## config.mk

```make
export PLATFORM = sky130hd
export DESIGN_NAME = tdc_top
export DESIGN_NICKNAME = d
export VERILOG_FILES = /design/src/hw/tdc_pkg.sv /design/src/hw/tdl_encoder.sv /design/src/hw/tdc_channel_fsm.sv /design/src/hw/word_broker.sv /design/src/hw/word_fifo.sv /design/src/hw/tdc_top.sv
export SDC_FILE = /design/constraint.sdc
export NUM_CORES = 1
export LEC_CHECK = 0
export ABC_AREA = 1
export ABC_CLOCK_PERIOD_IN_PS = 7600
export BUFFER_PORTS_ARGS = -buffer_cell sky130_fd_sc_hd__clkbuf_2
export CAP_MARGIN = 5
export CORE_ASPECT_RATIO = 0.5
export CORE_MARGIN = 3
export CORE_UTILIZATION = 50
export DETAILED_ROUTE_END_ITERATION = 8
export GPL_TIMING_DRIVEN = 0
export PLACE_DENSITY_LB_ADDON = 0.2
export RECOVER_POWER = 25
export SYNTH_ARGS = -nofsm -noshare
export SYNTH_HDL_FRONTEND = slang
export SYNTH_HIERARCHICAL = 1
export SYNTH_SLANG_ARGS = --single-unit
```

## constraint.sdc

```tcl
create_clock -name CLK -period 7.6 [get_ports CLK]
set_clock_uncertainty 0.2 [all_clocks]
set_input_delay 1.14 -clock CLK [delete_from_list [all_inputs] [get_ports CLK]]
set_output_delay 1.14 -clock CLK [all_outputs]
set_load 0.01 [all_outputs]
```

## src/hw/tdc_pkg.sv

```systemverilog
package tdc_pkg;

	// measurement widths
	localparam int COUNTER_BITS = 10;
	localparam int ENCODE_BITS = 7;
	localparam int FINE_BITS = 2;
	localparam int TDL_TAPS = 96;
	localparam int TS_BITS = 16;

	// tap encoder adds the snapshot up in groups
	localparam int TDL_GROUP_TAPS = 8;
	localparam int TDL_GROUPS = TDL_TAPS / TDL_GROUP_TAPS;
	localparam int TDL_GROUP_BITS = $clog2(TDL_GROUP_TAPS + 1);
	localparam int TDL_SUM_BITS = $clog2(TDL_TAPS + 1);
	localparam logic [TDL_SUM_BITS-1:0] ENCODE_MAX = TDL_SUM_BITS'((2 ** ENCODE_BITS) - 1);

	// data word layout
	localparam int WORD_BITS = 32;
	localparam int PAYLOAD_BITS = 25;
	localparam int COARSE_FIELD_BITS = 16;
	localparam logic [3:0] DATA_IDENTIFIER = 4'b0100;
	localparam logic [COARSE_FIELD_BITS-1:0] OVERFLOW_COARSE =
		COARSE_FIELD_BITS'((2 ** (COUNTER_BITS - 1)) - 1);

	// word queue
	localparam int FIFO_DEPTH = 16;
	localparam int FIFO_RESERVE = 3;
	localparam int FIFO_PTR_BITS = $clog2(FIFO_DEPTH);
	localparam int FIFO_COUNT_BITS = FIFO_PTR_BITS + 1;
	localparam logic [FIFO_COUNT_BITS-1:0] FIFO_COUNT_FULL = FIFO_COUNT_BITS'(FIFO_DEPTH);
	localparam logic [FIFO_COUNT_BITS-1:0] FIFO_COUNT_AFULL =
		FIFO_COUNT_BITS'(FIFO_DEPTH - FIFO_RESERVE);

	typedef enum logic [3:0] {
		IDLE      = 4'd0,
		IDLE_TRIG = 4'd1,
		TRIGGERED = 4'd2,
		RIS_EDGE  = 4'd3,
		FAL_EDGE  = 4'd4,
		FIFO_FULL = 4'd5,
		MISSED    = 4'd6,
		CALIB     = 4'd7,
		CALIB_HIT = 4'd8,
		RESET     = 4'd9
	} tdc_state_e;

	typedef enum logic [2:0] {
		TRIGGERED_WORD = 3'd0,
		RISING_WORD    = 3'd1,
		FALLING_WORD   = 3'd2,
		TIMESTAMP_WORD = 3'd3,
		CALIB_WORD     = 3'd4,
		MISS_WORD      = 3'd5,
		RESET_WORD     = 3'd6
	} word_type_e;

endpackage

```

## src/hw/tdl_encoder.sv

```systemverilog
`timescale 1ns/1ps

module tdl_encoder (
	input  logic [tdc_pkg::TDL_TAPS-1:0]    tdl_taps,
	output logic [tdc_pkg::ENCODE_BITS-1:0] tdl_code
);

	logic [tdc_pkg::TDL_GROUP_BITS-1:0] group_count [tdc_pkg::TDL_GROUPS];
	logic [tdc_pkg::TDL_SUM_BITS-1:0]   total;

	// ones count per group of taps
	// a bubble only moves the result by one tap, where a priority
	// search for the edge would jump to the bubble position
	always_comb begin
		for (int g = 0; g < tdc_pkg::TDL_GROUPS; g++) begin
			group_count[g] = '0;
			for (int t = 0; t < tdc_pkg::TDL_GROUP_TAPS; t++) begin
				group_count[g] = group_count[g] + {
					{(tdc_pkg::TDL_GROUP_BITS - 1){1'b0}},
					tdl_taps[g * tdc_pkg::TDL_GROUP_TAPS + t]
				};
			end
		end
	end

	// sum of the groups
	always_comb begin
		total = '0;
		for (int g = 0; g < tdc_pkg::TDL_GROUPS; g++) begin
			total = total + {
				{(tdc_pkg::TDL_SUM_BITS - tdc_pkg::TDL_GROUP_BITS){1'b0}},
				group_count[g]
			};
		end
	end

	// clamp to the code width
	always_comb begin
		if (total > tdc_pkg::ENCODE_MAX) begin
			tdl_code = '1;
		end else begin
			tdl_code = total[tdc_pkg::ENCODE_BITS-1:0];
		end
	end

endmodule

```

## src/hw/tdc_channel_fsm.sv

```systemverilog
`timescale 1ns/1ps

module tdc_channel_fsm (
	input  logic                              CLK,
	input  logic                              rst_n,
	input  logic                              sig,
	input  logic                              trig,
	input  logic                              calib_start,
	input  logic                              soft_reset,
	input  logic                              fifo_almost_full,
	input  logic [tdc_pkg::ENCODE_BITS-1:0]   tdl_code,
	input  logic [tdc_pkg::FINE_BITS-1:0]     fine_phase,
	output tdc_pkg::tdc_state_e               tdc_state,
	output logic [tdc_pkg::COUNTER_BITS-1:0]  coarse_count,
	output logic [tdc_pkg::FINE_BITS-1:0]     fine_time,
	output logic [tdc_pkg::ENCODE_BITS-1:0]   tdl_time,
	output logic [tdc_pkg::TS_BITS-1:0]       signal_timestamp,
	output logic [tdc_pkg::TS_BITS-1:0]       reset_timestamp
);

	tdc_pkg::tdc_state_e          state_next;
	logic                         sig_d;
	logic                         rise;
	logic                         fall;
	logic                         capture;
	logic                         coarse_clear;
	logic                         miss_reported;
	logic [tdc_pkg::TS_BITS-1:0]  ts_count;
	logic [tdc_pkg::TS_BITS-1:0]  ts_next;

	assign rise = sig & ~sig_d;
	assign fall = ~sig & sig_d;
	assign ts_next = ts_count + 1'b1;

	always_comb begin
		state_next = tdc_state;
		if (soft_reset) begin
			state_next = tdc_pkg::RESET;
		end else begin
			case (tdc_state)
				tdc_pkg::IDLE: begin
					if (trig) state_next = tdc_pkg::IDLE_TRIG;
					else if (calib_start) state_next = tdc_pkg::CALIB;
					else if (fifo_almost_full) state_next = tdc_pkg::FIFO_FULL;
					else if (rise) state_next = tdc_pkg::RIS_EDGE;
				end
				tdc_pkg::IDLE_TRIG: state_next = tdc_pkg::TRIGGERED;
				tdc_pkg::TRIGGERED: if (rise) state_next = tdc_pkg::RIS_EDGE;
				tdc_pkg::RIS_EDGE: if (fall) state_next = tdc_pkg::FAL_EDGE;
				tdc_pkg::FAL_EDGE: state_next = trig ? tdc_pkg::IDLE_TRIG : tdc_pkg::IDLE;
				tdc_pkg::CALIB: if (rise) state_next = tdc_pkg::CALIB_HIT;
				tdc_pkg::FIFO_FULL: begin
					// only the first hit of a full episode is reported
					if (!fifo_almost_full) state_next = tdc_pkg::IDLE;
					else if (rise && !miss_reported) state_next = tdc_pkg::MISSED;
				end
				default: state_next = tdc_pkg::IDLE;
			endcase
		end
	end

	// phase and taps are latched on entry to a measuring state
	assign capture = (state_next != tdc_state) &&
		(state_next inside {tdc_pkg::IDLE_TRIG, tdc_pkg::RIS_EDGE,
			tdc_pkg::FAL_EDGE, tdc_pkg::CALIB_HIT});
	assign coarse_clear = (state_next == tdc_pkg::IDLE_TRIG) ||
		(tdc_state == tdc_pkg::IDLE && state_next == tdc_pkg::RIS_EDGE);

	always_ff @(posedge CLK) begin
		if (!rst_n) begin
			tdc_state <= tdc_pkg::IDLE;
			sig_d <= 1'b0;
			coarse_count <= '0;
			ts_count <= '0;
			miss_reported <= 1'b0;
		end else begin
			tdc_state <= state_next;
			sig_d <= sig;
			// top bit is the overflow flag, count holds there
			if (coarse_clear) coarse_count <= '0;
			else if (!coarse_count[tdc_pkg::COUNTER_BITS-1]) coarse_count <= coarse_count + 1'b1;
			ts_count <= soft_reset ? '0 : ts_next;
			if (!fifo_almost_full) miss_reported <= 1'b0;
			else if (state_next == tdc_pkg::MISSED) miss_reported <= 1'b1;
		end
	end

	always_ff @(posedge CLK) begin
		if (capture) begin
			fine_time <= fine_phase;
			tdl_time <= tdl_code;
		end
		if (state_next == tdc_pkg::RIS_EDGE && tdc_state != tdc_pkg::RIS_EDGE) begin
			signal_timestamp <= ts_next;
		end
		if (soft_reset) begin
			reset_timestamp <= ts_next;
		end
	end

	a_state_legal: assert property (@(posedge CLK) disable iff (!rst_n)
		$unsigned(tdc_state) <= $unsigned(tdc_pkg::RESET));

endmodule

```

## src/hw/word_broker.sv

```systemverilog
`timescale 1ns/1ps

module word_broker (
	input  logic                              CLK,
	input  logic                              rst_n,
	input  tdc_pkg::tdc_state_e               tdc_state,
	input  logic [tdc_pkg::COUNTER_BITS-1:0]  coarse_count,
	input  logic [tdc_pkg::FINE_BITS-1:0]     fine_time,
	input  logic [tdc_pkg::ENCODE_BITS-1:0]   tdl_time,
	input  logic [tdc_pkg::TS_BITS-1:0]       signal_timestamp,
	input  logic [tdc_pkg::TS_BITS-1:0]       reset_timestamp,
	input  logic                              en_write_timestamp,
	output logic                              word_valid,
	output logic [tdc_pkg::WORD_BITS-1:0]     word
);

	tdc_pkg::tdc_state_e                     prev_state;
	tdc_pkg::word_type_e                     next_type;
	logic                                    next_valid;
	logic [tdc_pkg::PAYLOAD_BITS-1:0]        next_payload;
	logic [tdc_pkg::COARSE_FIELD_BITS-1:0]   coarse_field;
	logic                                    overflow;
	logic [tdc_pkg::PAYLOAD_BITS-1:0]        meas_raw;
	logic [tdc_pkg::PAYLOAD_BITS-1:0]        meas_checked;
	logic [tdc_pkg::PAYLOAD_BITS-1:0]        calib_payload;
	logic [tdc_pkg::PAYLOAD_BITS-1:0]        signal_ts_payload;
	logic [tdc_pkg::PAYLOAD_BITS-1:0]        reset_ts_payload;

	assign overflow = coarse_count[tdc_pkg::COUNTER_BITS-1];
	assign coarse_field = {
		{(tdc_pkg::COARSE_FIELD_BITS - tdc_pkg::COUNTER_BITS){1'b0}},
		coarse_count
	};

	assign meas_raw = {coarse_field, fine_time, tdl_time};
	// saturated coarse and fine, tap code still valid
	assign meas_checked = overflow ?
		{tdc_pkg::OVERFLOW_COARSE, {tdc_pkg::FINE_BITS{1'b1}}, tdl_time} : meas_raw;
	assign calib_payload = {{tdc_pkg::COARSE_FIELD_BITS{1'b0}}, fine_time, tdl_time};
	assign signal_ts_payload = {
		signal_timestamp, {(tdc_pkg::PAYLOAD_BITS - tdc_pkg::TS_BITS){1'b0}}
	};
	assign reset_ts_payload = {
		reset_timestamp, {(tdc_pkg::PAYLOAD_BITS - tdc_pkg::TS_BITS){1'b0}}
	};

	// one word per state transition
	always_comb begin
		next_valid = 1'b0;
		next_type = tdc_pkg::TRIGGERED_WORD;
		next_payload = '0;
		case ({prev_state, tdc_state})
			{tdc_pkg::IDLE_TRIG, tdc_pkg::TRIGGERED}: begin
				next_valid = 1'b1;
				next_type = tdc_pkg::TRIGGERED_WORD;
				next_payload = meas_raw;
			end
			{tdc_pkg::IDLE, tdc_pkg::RIS_EDGE}: begin
				next_valid = 1'b1;
				next_type = tdc_pkg::RISING_WORD;
				next_payload = meas_raw;
			end
			{tdc_pkg::TRIGGERED, tdc_pkg::RIS_EDGE}: begin
				next_valid = 1'b1;
				next_type = tdc_pkg::RISING_WORD;
				next_payload = meas_checked;
			end
			{tdc_pkg::RIS_EDGE, tdc_pkg::FAL_EDGE}: begin
				next_valid = 1'b1;
				next_type = tdc_pkg::FALLING_WORD;
				next_payload = meas_checked;
			end
			{tdc_pkg::FAL_EDGE, tdc_pkg::IDLE}, {tdc_pkg::FAL_EDGE, tdc_pkg::IDLE_TRIG}: begin
				next_valid = en_write_timestamp;
				next_type = tdc_pkg::TIMESTAMP_WORD;
				next_payload = signal_ts_payload;
			end
			{tdc_pkg::MISSED, tdc_pkg::IDLE}: begin
				next_valid = 1'b1;
				next_type = tdc_pkg::MISS_WORD;
			end
			{tdc_pkg::RESET, tdc_pkg::IDLE}: begin
				next_valid = 1'b1;
				next_type = tdc_pkg::RESET_WORD;
				next_payload = reset_ts_payload;
			end
			{tdc_pkg::CALIB, tdc_pkg::CALIB_HIT}: begin
				next_valid = 1'b1;
				next_type = tdc_pkg::CALIB_WORD;
				next_payload = calib_payload;
			end
			default: next_valid = 1'b0;
		endcase
	end

	always_ff @(posedge CLK) begin
		if (!rst_n) begin
			prev_state <= tdc_pkg::IDLE;
			word_valid <= 1'b0;
		end else begin
			prev_state <= tdc_state;
			word_valid <= next_valid;
		end
	end

	always_ff @(posedge CLK) begin
		word <= next_valid ? {tdc_pkg::DATA_IDENTIFIER, next_type, next_payload} : '0;
	end

	// back-to-back strobes only come from different transitions
	a_single_strobe: assert property (@(posedge CLK) disable iff (!rst_n)
		word_valid |=> !word_valid || (word != $past(word)));

endmodule

```

## src/hw/word_fifo.sv

```systemverilog
`timescale 1ns/1ps

module word_fifo (
	input  logic                                 CLK,
	input  logic                                 rst_n,
	input  logic                                 word_valid,
	input  logic [tdc_pkg::WORD_BITS-1:0]        word,
	input  logic                                 rd_en,
	output logic [tdc_pkg::WORD_BITS-1:0]        rd_word,
	output logic                                 rd_empty,
	output logic [tdc_pkg::FIFO_COUNT_BITS-1:0]  fifo_count,
	output logic                                 fifo_almost_full
);

	logic [tdc_pkg::WORD_BITS-1:0]      mem [tdc_pkg::FIFO_DEPTH];
	logic [tdc_pkg::FIFO_PTR_BITS-1:0]  wr_ptr;
	logic [tdc_pkg::FIFO_PTR_BITS-1:0]  rd_ptr;
	logic                               do_write;
	logic                               do_read;

	assign rd_empty = (fifo_count == '0);
	assign fifo_almost_full = (fifo_count >= tdc_pkg::FIFO_COUNT_AFULL);
	assign do_write = word_valid && (fifo_count != tdc_pkg::FIFO_COUNT_FULL);
	assign do_read = rd_en && !rd_empty;

	// show-ahead head word
	assign rd_word = mem[rd_ptr];

	always_ff @(posedge CLK) begin
		if (do_write) begin
			mem[wr_ptr] <= word;
		end
	end

	// pointers wrap on their own, depth is a power of two
	always_ff @(posedge CLK) begin
		if (!rst_n) begin
			wr_ptr <= '0;
			rd_ptr <= '0;
			fifo_count <= '0;
		end else begin
			if (do_write) wr_ptr <= wr_ptr + 1'b1;
			if (do_read) rd_ptr <= rd_ptr + 1'b1;
			case ({do_write, do_read})
				2'b10: fifo_count <= fifo_count + 1'b1;
				2'b01: fifo_count <= fifo_count - 1'b1;
				default: fifo_count <= fifo_count;
			endcase
		end
	end

	// the reserve slots must absorb everything the channel still sends
	a_no_overflow: assert property (@(posedge CLK) disable iff (!rst_n)
		!(word_valid && fifo_count == tdc_pkg::FIFO_COUNT_FULL));

endmodule

```

## src/hw/tdc_top.sv

```systemverilog
`timescale 1ns/1ps

module tdc_top (
	input  logic                                 CLK,
	input  logic                                 rst_n,
	input  logic                                 sig,
	input  logic                                 trig,
	input  logic                                 calib_start,
	input  logic                                 soft_reset,
	input  logic [tdc_pkg::TDL_TAPS-1:0]         tdl_taps,
	input  logic [tdc_pkg::FINE_BITS-1:0]        fine_phase,
	input  logic                                 en_write_timestamp,
	input  logic                                 rd_en,
	output logic [tdc_pkg::WORD_BITS-1:0]        rd_word,
	output logic                                 rd_empty,
	output logic [tdc_pkg::FIFO_COUNT_BITS-1:0]  fifo_count
);

	logic [tdc_pkg::ENCODE_BITS-1:0]   tdl_code;
	tdc_pkg::tdc_state_e               tdc_state;
	logic [tdc_pkg::COUNTER_BITS-1:0]  coarse_count;
	logic [tdc_pkg::FINE_BITS-1:0]     fine_time;
	logic [tdc_pkg::ENCODE_BITS-1:0]   tdl_time;
	logic [tdc_pkg::TS_BITS-1:0]       signal_timestamp;
	logic [tdc_pkg::TS_BITS-1:0]       reset_timestamp;
	logic                              word_valid;
	logic [tdc_pkg::WORD_BITS-1:0]     word;
	logic                              fifo_almost_full;

	tdl_encoder i_encoder (
		.tdl_taps (tdl_taps),
		.tdl_code (tdl_code)
	);

	tdc_channel_fsm i_fsm (
		.CLK              (CLK),
		.rst_n            (rst_n),
		.sig              (sig),
		.trig             (trig),
		.calib_start      (calib_start),
		.soft_reset       (soft_reset),
		.fifo_almost_full (fifo_almost_full),
		.tdl_code         (tdl_code),
		.fine_phase       (fine_phase),
		.tdc_state        (tdc_state),
		.coarse_count     (coarse_count),
		.fine_time        (fine_time),
		.tdl_time         (tdl_time),
		.signal_timestamp (signal_timestamp),
		.reset_timestamp  (reset_timestamp)
	);

	word_broker i_broker (
		.CLK                (CLK),
		.rst_n              (rst_n),
		.tdc_state          (tdc_state),
		.coarse_count       (coarse_count),
		.fine_time          (fine_time),
		.tdl_time           (tdl_time),
		.signal_timestamp   (signal_timestamp),
		.reset_timestamp    (reset_timestamp),
		.en_write_timestamp (en_write_timestamp),
		.word_valid         (word_valid),
		.word               (word)
	);

	word_fifo i_fifo (
		.CLK              (CLK),
		.rst_n            (rst_n),
		.word_valid       (word_valid),
		.word             (word),
		.rd_en            (rd_en),
		.rd_word          (rd_word),
		.rd_empty         (rd_empty),
		.fifo_count       (fifo_count),
		.fifo_almost_full (fifo_almost_full)
	);

endmodule

```

==> results.sh <==
export IMPL_cp_end_kind="flop"
export IMPL_clkTransAtPathRegs_ns=0.06
export IMPL_worst_path_largest_cell_delay_ns=0.58
export IMPL_ant_nets=0
export IMPL_postCtsSetupBuffers=0
export IMPL_met3_length_mm=7.62
export IMPL_synthArstFlopShare_pct=0
export IMPL_grt_overflow_total=0
export IMPL_synth_edf_count=553
export IMPL_synth_avg_cell_area_um2=12.3
export IMPL_grt_first_pass_wirelength_mm=113
export IMPL_critPathLaunchType="input port"
export IMPL_fin_crit_sh_pct=88.7
export IMPL_grt_max_degree=23
export IMPL_synthesis_instances=2340
export IMPL_worstPathCellList="clkbuf_2, inv_1, fa_1, inv_1, fa_1, fa_1, inv_1, fa_1, fa_1, inv_1, fa_1, fa_1, fa_1, inv_1, fa_1, inv_1, ha_1, nand2_1, nand2_1, nand3_1, nand2_1, nand2_1, nand2_1"
export IMPL_dieArea_mm2=0.0608
export IMPL_setup_viol=0
export IMPL_crit_path_top_delay_cell="fa_1"
export IMPL_multi_input_area_mm2=0.00846
export IMPL_track_usage_pct=25.0
export IMPL_core_mm2=0.0563
export IMPL_initial_core_util_pct=51.3
export IMPL_p_per_area_mw_per_mm2=462
export IMPL_port_buffers=143
export IMPL_setup_worst_path_class="in -> reg"
export IMPL_yosysUniqueCellTypes=43
export IMPL_finalHoldViolations=0
export IMPL_wirelength_met1_mm=31.2
export IMPL_drt_wl_total_mm=76.1
export IMPL_cts_root_buf="clkbuf_16"
export IMPL_report_final_slew_viol_count=0
export IMPL_synthesis_area_mm2=0.0289
export IMPL_vias=18811
export IMPL_power_w=0.0152
export IMPL_pin_count=144
export IMPL_post_cts_resized=0
export IMPL_final_net_count=2778
export IMPL_post_route_min_period_ns=6.74
export IMPL_clk_latency_ns=0.60
export IMPL_clock_sinks=636
export IMPL_layoutNonFillerInstCount=3364
export IMPL_ys_seq_elements=636
export IMPL_utilization_pct=58.4
export IMPL_htree_levels=2
export IMPL_fillers=4453
export IMPL_grt_pass1_vias=18146
export IMPL_areaGrowthSynthToFinish_pct=14.0
export IMPL_hold_buffers=0
export IMPL_max_cap_viol_count=0
export IMPL_die_x_um=346
export IMPL_cts_buffer_depth=3
export IMPL_regArea_mm2=0.0183
export IMPL_cpLargestDelayFamily="adder cells"
export IMPL_rsz0062_at_grt="no"
export IMPL_timing_fmax_mhz=148
export IMPL_worst_path_buf_inv=7
export IMPL_drc_errors=0
export IMPL_cp_required_ns=7.75
export IMPL_worstPathArrival_ns=6.89
export IMPL_cts_tree="yes"
export IMPL_cp_max_fo=2
export IMPL_ys_seq_area_share_pct=63.3
export IMPL_cts_buffers=57
export IMPL_status="finished, final reports clean"
export IMPL_dp_hpwl_mm=50.1
export IMPL_rows=61
export IMPL_avgViaCountPerCell=5.59
export IMPL_dp_cells=3257
export IMPL_dr_pass1_iters=6
export IMPL_ir_drop_v=0.00144
export IMPL_diodes=0
export IMPL_top_layer_used="met4"
export IMPL_wire_per_inst_um=22.6
export IMPL_dieHeight_um=176
export IMPL_drt_iter0_drc=2288
export IMPL_ys_flop_type="edfxtp_1"
export IMPL_cp_common_cell="fa_1"
export IMPL_antenna_found_initial=2
export IMPL_power_leakage_nw=12.9
export IMPL_tightest_slew_ns=1.42
export IMPL_drive_above_1_share_pct=16.3
export IMPL_hold_path_class="reg -> reg"
export IMPL_dr_wl_met2_mm=35.1
export IMPL_yosys_warnings=6
export IMPL_gp_congestion=0.837
export IMPL_slew_headroom_pct=5.32
export IMPL_finalSetupTns_ns=0
[worst reg2reg max path: stages (launching register included)]
cell     delay [ns]
dfxtp_1        0.44
inv_1          0.09
o31ai_1        0.52
nand2_1        0.12
nor2_2         0.15
nand2_1        0.10
nand2_1        0.09
nor2_1         0.05
nand4_1        0.11
inv_1          0.08
nor2_1         0.12
nor2_1         0.04
a21oi_1        0.81
[cell usage after synthesis, types with 15 or more instances]
master,n,area [um^2]
o21ai_1,100,500
nand2_1,186,698
edfxtp_1,553,16600
o211ai_1,125,938
fa_1,84,1680
xor2_1,15,131
ha_1,28,350
a21oi_1,149,746
mux2i_1,129,1290
clkinv_2,61,305
inv_1,334,1250
dfxtp_1,83,1660
nand2_2,15,93.8
nand3_1,104,521
clkbuf_1,50,188
o21ai_0,67,335
nor2_1,126,473
[power breakdown]
| group | internal [W] | total [W] | leakage, nW | switching [W] |
|---|---|---|---|---|
| Combinational | 0.00328 | 0.00800 | 5.71 | 0.00471 |
| Sequential | 0.00421 | 0.00426 | 6.20 | 0.0000555 |
| Clock | 0.00168 | 0.00295 | 0.946 | 0.00128 |
[routing by layer]
layer  global-route usage, %  up-vias
met3                    4.58      139
met2                    40.5      909
met5                       0        -
met4                    7.16        0
li1                        -     8512
met1                    35.0     9251
[layout by cell type, fill, tap and decap left out, drive strengths merged]
cell	n
edfxtp	553
inv	343
clkbuf	269
nand2	203
o21ai	167
a21oi	149
nor2	143
mux2i	129
o211ai	128
nand3	112
clkinv	85
fa	84
dfxtp	83
buf	66
ha	28
xor2	16
nand4	14
nor3	13
bufinv	5
xnor2	5
conb	3
nand3b	3
or2	2
clkinvlp	1
o31ai	1
o21a	1
a31o	1
and3	1
[layout make-up]
type / instances / share of cell area, %
flip-flops and latches: 636 / 55.5
multi-input cells: 1203 / 25.7
clock buffers: 76 / 4.93
inverters: 403 / 4.83
repair buffers: 159 / 3.17
well taps: 756 / 2.87
plain buffers: 100 / 2.07
clock inverters: 31 / 0.920
[state kept, by name (all words and copies together), names as in the netlist, named ones only]
| register | count |
|---|---|
| i_fsm/tdl_time | 7 |
| i_fsm/coarse_count | 10 |
| i_fsm/reset_timestamp | 16 |
| i_fsm/miss_reported | 1 |
| i_broker/prev_state | 4 |
| i_fifo/fifo_count | 5 |
| i_fifo/mem | 512 |
| i_broker/word_valid | 1 |
| i_fsm/tdc_state | 4 |
| i_fsm/ts_count | 16 |
| i_fsm/sig_d | 1 |
| i_broker/word | 29 |
| i_fifo/rd_ptr | 4 |
| i_fsm/signal_timestamp | 16 |
| i_fsm/fine_time | 2 |
| i_fifo/wr_ptr | 4 |
[kinds of logic after synthesis]
| group | share of synthesized area (%) |
|---|---|
| AND/OR/NAND/NOR | 7.73 |
| AO/OA/AOI/OAI | 8.94 |
| buffers and inverters | 7.87 |
| multiplexers | 4.47 |
| other | 0.0130 |
| flip-flops | 63.3 |
| adder cells (fa/ha/maj) | 7.04 |
| XOR/XNOR | 0.663 |
[path summary, 6_finish.rpt]
check / slack [ns] / from / depth (start not counted) / end
max: 0.86 / tdl_taps[35] / 23 / i_fsm/tdl_time[5]
min: 0.28 / i_fsm/ts_count[0] / 1 / i_fsm/ts_count[0]
max reg2reg: 4.28 / i_fifo/fifo_count[2] / 12 / i_fsm/tdl_time[0]
min reg2reg: 0.28 / i_fsm/ts_count[0] / 1 / i_fsm/ts_count[0]
[per-stage QoR]
step / setup WS (ns) / area (um^2) / hold slack (ns)
final: 0.860 / 32900 / 0.277
after global placement: 0.278 / 30500 / 0.257
after floorplan: 0.544 / 28900 / 0.239
after CTS: 0.831 / 32900 / 0.276
after global routing: 0.638 / 32900 / 0.294
after detailed placement: 0.199 / 31000 / 0.261
Note: power is estimated with default switching activity, not from simulation.
